File: config.mk
export PLATFORM = sky130hd
export DESIGN_NAME = sigdel_top
export DESIGN_NICKNAME = d
export VERILOG_FILES = /design/src/sigdel_pkg.sv /design/src/sigdel_top.sv /design/src/pwm_gen.sv /design/src/level_select.sv /design/src/sinc_filter.sv /design/src/sigdel_clkdiv.sv
export SDC_FILE = /design/constraint.sdc
export NUM_CORES = 1
export LEC_CHECK = 0
export BUFFER_PORTS_ARGS = -buffer_cell sky130_fd_sc_hd__clkbuf_2
export CORE_MARGIN = 1
export CORE_UTILIZATION = 32
export CTS_BUF_LIST = sky130_fd_sc_hd__clkbuf_2
export CTS_CLUSTER_DIAMETER = 150
export DETAILED_ROUTE_END_ITERATION = 16
export GPL_ROUTABILITY_DRIVEN = 1
export SKIP_LAST_GASP = 1
export SLEW_MARGIN = 20
export SYNTH_ARGS = -nofsm -noshare
export SYNTH_HDL_FRONTEND = slang
export SYNTH_SLANG_ARGS = --single-unit
File: constraint.sdc
create_clock -name clk -period 5.2 [get_ports clk]
set_input_delay 0.26 -clock clk [delete_from_list [all_inputs] [get_ports clk]]
set_output_delay 0.26 -clock clk [all_outputs]
set_load 0.02 [all_outputs]
File: src/sigdel_pkg.sv
`default_nettype none

package sigdel_pkg;

  ////////////////////////////////////////////////////////////
  // Word widths
  ////////////////////////////////////////////////////////////

  // Integrator and comb word
  // Holds OSR^3 for OSR up to 16 with headroom to spare
  parameter int ACC_W   = 16;

  parameter int LEVEL_W = 8;    // Scaled level and PWM counter
  parameter int ORDER_W = 2;    // Enough for orders 1..3

  ////////////////////////////////////////////////////////////
  // Vector types
  ////////////////////////////////////////////////////////////

  // Accumulator value or filter result
  typedef logic [ACC_W-1:0]   acc_t;

  // Output level and PWM duty
  typedef logic [LEVEL_W-1:0] level_t;

  // Filter order select
  // Value 0 behaves as order 1
  typedef logic [ORDER_W-1:0] order_t;

  ////////////////////////////////////////////////////////////
  // Constants
  ////////////////////////////////////////////////////////////

  // Full scale level used as saturation ceiling
  parameter level_t LEVEL_MAX = '1;

endpackage

`default_nettype wire
File: src/sigdel_top.sv
`timescale 1ns/1ps
`default_nettype none

// Sigma-delta decimation subsystem
// Bit stream in, three CIC results, scaled level and PWM out
module sigdel_top import sigdel_pkg::*; #(
  parameter int CLK_DIV = 4,    // Clocks per sample
  parameter int OSR     = 16    // Samples per output, power of two
) (
  input  logic   clk,
  input  logic   rst_n,
  input  logic   din,           // Modulator stream
  input  order_t order_sel,     // Filter feeding the level
  output acc_t   sinc1_out,
  output acc_t   sinc2_out,
  output acc_t   sinc3_out,
  output logic   out_valid,     // New results this clock
  output level_t level,
  output logic   pwm_out
);

  logic fs_en;                  // Sample strobe
  logic bw_en;                  // Output rate strobe
  logic sinc3_valid;            // Shared result timing

  ////////////////////////////////////////////////////////////
  // Strobes
  ////////////////////////////////////////////////////////////
  sigdel_clkdiv #(
    .CLK_DIV (CLK_DIV),
    .OSR     (OSR)
  ) i_clkdiv (
    .clk   (clk),
    .rst_n (rst_n),
    .fs_en (fs_en),
    .bw_en (bw_en)
  );

  ////////////////////////////////////////////////////////////
  // Filters
  ////////////////////////////////////////////////////////////

  // All three share strobes so results update together
  sinc_filter #(
    .ORDER (1),
    .OSR   (OSR)
  ) i_sinc1 (
    .clk    (clk),
    .rst_n  (rst_n),
    .din    (din),
    .fs_en  (fs_en),
    .bw_en  (bw_en),
    .result (sinc1_out),
    .valid  ()                  // Same timing as i_sinc3
  );

  sinc_filter #(
    .ORDER (2),
    .OSR   (OSR)
  ) i_sinc2 (
    .clk    (clk),
    .rst_n  (rst_n),
    .din    (din),
    .fs_en  (fs_en),
    .bw_en  (bw_en),
    .result (sinc2_out),
    .valid  ()                  // Same timing as i_sinc3
  );

  sinc_filter #(
    .ORDER (3),
    .OSR   (OSR)
  ) i_sinc3 (
    .clk    (clk),
    .rst_n  (rst_n),
    .din    (din),
    .fs_en  (fs_en),
    .bw_en  (bw_en),
    .result (sinc3_out),
    .valid  (sinc3_valid)
  );

  assign out_valid = sinc3_valid;

  ////////////////////////////////////////////////////////////
  // Level and PWM
  ////////////////////////////////////////////////////////////
  level_select #(
    .OSR (OSR)
  ) i_level (
    .clk          (clk),
    .rst_n        (rst_n),
    .order_sel    (order_sel),
    .sinc1_result (sinc1_out),
    .sinc2_result (sinc2_out),
    .sinc3_result (sinc3_out),
    .result_valid (sinc3_valid),
    .level        (level)
  );

  pwm_gen i_pwm (
    .clk     (clk),
    .rst_n   (rst_n),
    .duty    (level),           // Level read back as duty
    .pwm_out (pwm_out)
  );

endmodule

`default_nettype wire

File: src/pwm_gen.sv
`timescale 1ns/1ps
`default_nettype none

// Pulse width output as a crude DAC
// Period is 2^LEVEL_W clocks
module pwm_gen import sigdel_pkg::*; (
  input  logic   clk,
  input  logic   rst_n,
  input  level_t duty,          // Requested high time in clocks
  output logic   pwm_out
);

  level_t cnt;                  // Free running period counter
  level_t duty_q;               // Duty for the current period

  ////////////////////////////////////////////////////////////
  // Period counter
  ////////////////////////////////////////////////////////////
  always_ff @(posedge clk or negedge rst_n) begin
    if (!rst_n) begin
      cnt <= '0;
    end else begin
      cnt <= cnt + 1'b1;        // Natural wrap
    end
  end

  ////////////////////////////////////////////////////////////
  // Duty latch and compare
  ////////////////////////////////////////////////////////////

  // Duty only changes at period start
  // so a period never mixes two levels
  always_ff @(posedge clk or negedge rst_n) begin
    if (!rst_n) begin
      duty_q <= '0;
    end else if (cnt == '0) begin
      duty_q <= duty;
    end
  end

  // High while counter below duty
  // 0 stays low, full scale is low one clock per period
  always_ff @(posedge clk or negedge rst_n) begin
    if (!rst_n) begin
      pwm_out <= 1'b0;
    end else begin
      pwm_out <= (cnt < duty_q);
    end
  end

endmodule

`default_nettype wire

File: src/level_select.sv
`timescale 1ns/1ps
`default_nettype none

module level_select import sigdel_pkg::*; #(
  parameter int OSR = 16        // Sets the gain of each filter order
) (
  input  logic   clk,
  input  logic   rst_n,
  input  order_t order_sel,     // 0 acts as order 1
  input  acc_t   sinc1_result,
  input  acc_t   sinc2_result,
  input  acc_t   sinc3_result,
  input  logic   result_valid,  // New results present this clock
  output level_t level          // Scaled and saturated level
);

  localparam int LOG2_OSR = $clog2(OSR);
  localparam int SCALE_W  = ACC_W + LEVEL_W;  // Room for the widest left shift

  // Shift per order, positive means left
  localparam int SH1 = LEVEL_W - 1 * LOG2_OSR;
  localparam int SH2 = LEVEL_W - 2 * LOG2_OSR;
  localparam int SH3 = LEVEL_W - 3 * LOG2_OSR;

  // Scale a filter value to the level range and clip at full scale
  function automatic level_t scale_sat(acc_t val, int sh);
    logic [SCALE_W-1:0] wide;
    wide = SCALE_W'(val);
    if (sh >= 0) begin
      wide = wide << sh;
    end else begin
      wide = wide >> (-sh);
    end
    if (wide > SCALE_W'(LEVEL_MAX)) begin
      return LEVEL_MAX;                       // Saturate
    end
    return level_t'(wide);
  endfunction

  level_t lvl1;                 // Order 1 scaled
  level_t lvl2;                 // Order 2 scaled
  level_t lvl3;                 // Order 3 scaled
  level_t lvl_sel;

  // Constant shifts per order
  assign lvl1 = scale_sat(sinc1_result, SH1);
  assign lvl2 = scale_sat(sinc2_result, SH2);
  assign lvl3 = scale_sat(sinc3_result, SH3);

  always_comb begin
    case (order_sel)
      order_t'(2): lvl_sel = lvl2;
      order_t'(3): lvl_sel = lvl3;
      default:     lvl_sel = lvl1;            // Orders 0 and 1
    endcase
  end

  always_ff @(posedge clk or negedge rst_n) begin
    if (!rst_n) begin
      level <= '0;
    end else if (result_valid) begin
      level <= lvl_sel;                       // Held until next window
    end
  end

endmodule

`default_nettype wire

File: src/sinc_filter.sv
`timescale 1ns/1ps
`default_nettype none

// CIC decimator of selectable order
// Integrators run at the sample rate, combs at the output rate
module sinc_filter import sigdel_pkg::*; #(
  parameter int ORDER = 3,      // Number of integrator / comb pairs
  parameter int OSR   = 16      // Decimation ratio
) (
  input  logic clk,
  input  logic rst_n,
  input  logic din,             // Modulator bit stream
  input  logic fs_en,           // Sample strobe
  input  logic bw_en,           // Output rate strobe
  output acc_t result,          // Decimated filter value
  output logic valid            // One clock with each new result
);

  localparam int LOG2_OSR = $clog2(OSR);

  // Largest output is OSR^ORDER
  localparam int NEED_W = ORDER * LOG2_OSR + 1;

  ////////////////////////////////////////////////////////////
  // Elaboration checks on the word width
  ////////////////////////////////////////////////////////////
  generate
    if (ORDER < 1) begin : g_order_err
      $error("sinc_filter needs ORDER of at least 1");
    end
    if (NEED_W > ACC_W) begin : g_width_err
      $error("sinc_filter ACC_W too narrow for this ORDER and OSR");
    end
  endgenerate

  acc_t integ     [ORDER];      // Integrator state
  acc_t integ_in  [ORDER];      // Integrator stage inputs
  acc_t comb_in   [ORDER];      // Comb stage inputs
  acc_t comb_dly  [ORDER];      // Comb input from previous window
  acc_t comb_diff [ORDER];      // Comb stage outputs

  genvar g;

  ////////////////////////////////////////////////////////////
  // Integrator chain
  ////////////////////////////////////////////////////////////
  generate
    for (g = 0; g < ORDER; g++) begin : g_integ

      if (g == 0) begin : g_first
        assign integ_in[g] = acc_t'(din);     // Stream bit as 0 or 1
      end else begin : g_chain
        assign integ_in[g] = integ[g-1];      // Previous stage state
      end

      // Adds on each sample strobe
      // Overflow wraps mod 2^ACC_W and cancels in the combs
      always_ff @(posedge clk or negedge rst_n) begin
        if (!rst_n) begin
          integ[g] <= '0;
        end else if (fs_en) begin
          integ[g] <= integ[g] + integ_in[g];
        end
      end

    end
  endgenerate

  ////////////////////////////////////////////////////////////
  // Comb chain at the output rate
  ////////////////////////////////////////////////////////////
  generate
    for (g = 0; g < ORDER; g++) begin : g_comb

      if (g == 0) begin : g_first
        assign comb_in[g] = integ[ORDER-1];   // Last integrator, decimated
      end else begin : g_chain
        assign comb_in[g] = comb_diff[g-1];
      end

      // Difference against the value one window back
      assign comb_diff[g] = comb_in[g] - comb_dly[g];

      always_ff @(posedge clk or negedge rst_n) begin
        if (!rst_n) begin
          comb_dly[g] <= '0;
        end else if (bw_en) begin
          comb_dly[g] <= comb_in[g];          // Store for next window
        end
      end

    end
  endgenerate

  ////////////////////////////////////////////////////////////
  // Result register
  ////////////////////////////////////////////////////////////

  // Loads on the edge that samples bw_en
  // Integrator state taken here excludes the sample of this same edge
  always_ff @(posedge clk or negedge rst_n) begin
    if (!rst_n) begin
      result <= '0;
      valid  <= 1'b0;
    end else begin
      valid <= bw_en;                         // Single clock pulse
      if (bw_en) begin
        result <= comb_diff[ORDER-1];
      end
    end
  end

endmodule

`default_nettype wire

File: src/sigdel_clkdiv.sv
`timescale 1ns/1ps
`default_nettype none

module sigdel_clkdiv #(
  parameter int CLK_DIV = 4,    // Clocks per sample strobe
  parameter int OSR     = 16    // Samples per output window
) (
  input  logic clk,
  input  logic rst_n,
  output logic fs_en,           // Sample strobe
  output logic bw_en            // Output rate strobe
);

  localparam int DIV_W = (CLK_DIV > 1) ? $clog2(CLK_DIV) : 1;
  localparam int OSR_W = (OSR > 1) ? $clog2(OSR) : 1;

  logic [DIV_W-1:0] div_cnt;    // Clock down counter
  logic [OSR_W-1:0] fs_cnt;     // Samples seen in this window
  logic             div_wrap;   // Divider at terminal count
  logic             last_fs;    // Next strobe closes the window

  assign div_wrap = (div_cnt == '0);
  assign last_fs  = (fs_cnt == OSR_W'(OSR - 1));

  ////////////////////////////////////////////////////////////
  // Sample rate divider
  ////////////////////////////////////////////////////////////
  always_ff @(posedge clk or negedge rst_n) begin
    if (!rst_n) begin
      div_cnt <= DIV_W'(CLK_DIV - 1);
      fs_en   <= 1'b0;
    end else begin
      fs_en <= div_wrap;        // Lands CLK_DIV clocks out of reset
      if (div_wrap) begin
        div_cnt <= DIV_W'(CLK_DIV - 1);   // Reload
      end else begin
        div_cnt <= div_cnt - 1'b1;
      end
    end
  end

  ////////////////////////////////////////////////////////////
  // Output rate window
  ////////////////////////////////////////////////////////////
  always_ff @(posedge clk or negedge rst_n) begin
    if (!rst_n) begin
      fs_cnt <= '0;
      bw_en  <= 1'b0;
    end else begin
      bw_en <= div_wrap && last_fs;       // Same clock as OSR-th fs_en
      if (div_wrap) begin
        fs_cnt <= last_fs ? '0 : fs_cnt + 1'b1;
      end
    end
  end

endmodule

`default_nettype wire

==> run_results.csv <==
group,metric,value,unit
worst_setup_path,reg2reg_slack,0.34,ns
route,routed_wl,35.2,mm
die,start_util,32.7,%
route,vias_per_cell,4.96,
hold_path,min_path_type,"primary input to flop",
route,num_vias,13000,
die,die_area,53800,um^2
cells_and_area,areaGrowthSynthToFinish,11.4,%
logic_synthesis,syn_nets,1943,
sta,whs,0.303,ns
logic_synthesis,synth_top_area_share,40.2,%
power,power.density,557,nW/um^2
sta,layout_worst_path_cycle_share,93.5,%
sta,relSlewSlack,32.2,%
worst_setup_path,critPathTopFamily,"compound AO/OA/AOI/OAI gates",
worst_setup_path,max_stage_delay,0.40,ns
power,power.leakage,8.79,nW
cells_and_area,drive_gt1_share,15.4,%
logic_synthesis,syn_area,16900,um^2
sta,fmax,0.206,GHz
logic_synthesis,ys_top_cells_by_area,"dfrtp_1 40%, ha_1 11%, xnor2_1 5.4%, mux2_2 5.3%, o21ai_0 4.0%",
route,postRouteAntennaNets,0,
cts,cts_tree,"done",
sta,hold_violations,0,
hold_path,hold_depth,4,
sta,final.setup.tns,0,ns
logic_synthesis,ys_ff_latch,274,
logic_synthesis,ys.warnings.count,0,
die,die_y,232,um
worst_setup_path,startpoint,"i_sinc3.comb_in[32]$_DFFE_PN0P_",
worst_setup_path,end_kind,"flop",
worst_setup_path,crit_cells,26,
worst_setup_path,crit_buf_inv,2,
global_route,grt_pass1_vias,12900,
logic_synthesis,ys.flop_type,"dfrtp_1",
logic_synthesis,syn_inst,1777,
outcome,outcome,"completed",
cells_and_area,n_fill_cell,5200,
cts,numCtsBuffers,76,
global_route,grt_pass1_wl,60.7,mm
route,drt-wirelength-per-cell,13.4,um
global_route,track_usage,13.5,%
worst_setup_path,setup.worst_path.class,"flop to flop",
sta,worstMarginPinSlew,1.02,ns
cells_and_area,finalNetCount,2062,
worst_setup_path,cp-start-kind,"flop",
cts,clk_latency,0.97,ns
logic_synthesis,avgSynthCellArea,9.53,um^2
placed_design,hpwl,25.1,mm
die,core,51800,um^2
placed_design,pre_cts_ws,-0.0605,ns
route,route.detailed.drc,0,
worst_setup_path,slowest_stage,"dfrtp_1",
route,firstDrtPassIters,5,
sta,fin_skew,0.0768,ns
job,cap_violations,0,
sta,setup_viol,0,
sta,fin_ws,0.340,ns
global_route,antenna_found_initial,1,
worst_setup_path,reg2reg_to,"i_sinc3.result[15]$_DFFE_PN0P_",
worst_setup_path,reg2reg_depth,26,
cts,clk_path_buf_depth,3,
cts,clkTransAtPathRegs,0.11,ns
logic_synthesis,synth_cell_type_count,65,
worst_setup_path,crit_fanout,4,
logic_synthesis,synth-async-reset-ratio,100,%
power,ir_drop,0.000346,V
global_route,grt_max_degree,121,
placed_design,portBuffers,62,
logic_synthesis,seq_area_frac_synth,40.5,%
sta,maxSlewViolCount,0,
cts,htreeDepth,3,
cts,cts_root_buffer,"clkbuf_2",
die,die_w,232,um
worst_setup_path,critPathCapture,"i_sinc3.result[15]$_DFFE_PN0P_",
die,io_pins,63,
worst_setup_path,cp.arrival,5.73,ns
global_route,overflow,0,
worst_setup_path,reg2reg_from,"i_sinc3.comb_in[32]$_DFFE_PN0P_",
worst_setup_path,cp.required,6.07,ns
logic_synthesis,synth_largest_area_cell,"dfrtp_1",
die,num_rows,83,
cts,cts_sinks,274,
placed_design,finalWeightedCongestion,0.813,
sta,fin_crit,4.86,ns
logic_synthesis,synth_edf_count,0,
route,drtIter0Drc,740,
==> report_power, final <==
part           switching, mW  internal [mW]  total, mW
clock network          0.906          0.596       1.50
registers              0.194           2.31       2.50
logic                   3.52           2.97       6.49
total                   4.62           5.87       10.5
==> how the worst min path moves through the flow <==
stage               slack, ns    startpoint                             end
finish                   0.30  order_sel[1]    i_level.level[4]$_DFFE_PN0P_
floorplan               -0.04         rst_n        i_clkdiv.bw_en$_DFF_PN0_
CTS                      0.16  order_sel[1]    i_level.level[3]$_DFFE_PN0P_
global route             0.26  order_sel[1]    i_level.level[3]$_DFFE_PN0P_
global placement         0.34         rst_n  i_sinc1.result[15]$_DFFE_PN0P_
detailed placement       0.35         rst_n  i_sinc1.result[15]$_DFFE_PN0P_
==> Yosys cell counts (7+ instances only) <==
master    number
clkbuf_1      39
a21boi_0      12
xor2_1        33
nor2b_1       20
fa_1           9
xnor2_1      104
a21oi_1       84
a21o_1        36
ha_1         152
dfrtp_1      272
mux2_2        79
o211ai_1      15
o21a_1        27
nor3_1        47
o221ai_1      12
nand4_1        8
a31oi_1       20
nand3_1       48
nor2_1       101
a211oi_1       7
inv_1        159
o21bai_1      10
nand2b_1      20
nand2_1      168
nor4_1        19
o31ai_1       12
o21ai_0      135
and3_1        23
or3_1         15
==> routing by layer <==
layer  routed length (um)  track usage, %
met2                16800            23.0
met5                    0               0
met1                16200            16.4
met4                  953            6.06
met3                 1270            2.50
==> final cells by class <==
cell class	count	area [um^2]	area share, %
Antenna cell	1	2.50	0.0133
Clock buffer	107	536	2.84
Clock inverter	21	109	0.577
Inverter	159	597	3.17
Multi-Input combinational cell	1299	9350	49.6
Sequential cell	274	6860	36.4
Tap cell	680	851	4.51
Timing Repair Buffer	86	548	2.91
==> what timing repair did <==
action,in CTS,in global routing
buffers inserted,0,5
hold endpoints to repair,229,0
hold buffers,7,0
endpoints found under the setup margin,1,1
resized for setup,2,14
pin swaps,0,12
==> through the flow <==
step                      power (mW)  util [%]  area (um^2)  instances
after floorplan                 7.55         -        16900       1777
after global placement          8.66      34.8        18000       2486
after detailed placement        8.82      34.8        18000       2486
after CTS                       10.4      36.2        18800       2621
after global routing            11.6      36.4        18900       2627
final                           10.5      36.4        18900       2627
==> kinds of logic after synthesis <==
kind of cell / after synthesis / synth area share [%]
xor+xnor: 137 / 7.09
buf+inv: 204 / 4.52
mux: 82 / 5.43
flops: 274 / 40.5
fa+ha+maj: 161 / 12.3
simple gates: 497 / 14.0
compound gates: 422 / 16.2
==> cells in the final DEF (no fill, tap or decap), types with 22 or more instances in the layout <==
cell type and n:
ha_1 152, mux2_2 79, clkbuf_2 168, nor2_1 101, o21ai_0 131, xor2_1 33
xnor2_1 104, nor3_1 47, nand3_1 48, o21a_1 27, inv_1 159, nand2_1 168
a21o_1 36, and3_1 22, a21oi_1 79, dfrtp_1 270
==> tightest hold or removal path: stages <==
cell	delay, ns
dlygate4sd3_1	0.53
clkbuf_2	0.22
o221ai_1	0.13
a31oi_1	0.09
==> state kept, by name, indices dropped and copies added, names as in the netlist <==
signal and cells:
i_sinc2.comb_dly 32, i_sinc2.result 16, i_sinc3.comb_dly 48, i_sinc2.comb_in 16, i_level.level 8, i_pwm.duty_q 8
i_clkdiv.fs_en 1, i_sinc3.integ 32, i_sinc3.valid 1, i_clkdiv.div_cnt 2, i_sinc3.result 16, i_sinc1.result 16
i_clkdiv.fs_cnt 4, i_sinc1.comb_dly 16, i_sinc1.comb_in 16, i_sinc3.comb_in 16, i_pwm.cnt 8, i_pwm.pwm_out 1
i_clkdiv.bw_en 1, i_sinc2.integ 16
Power figures use the tool's default switching activity.
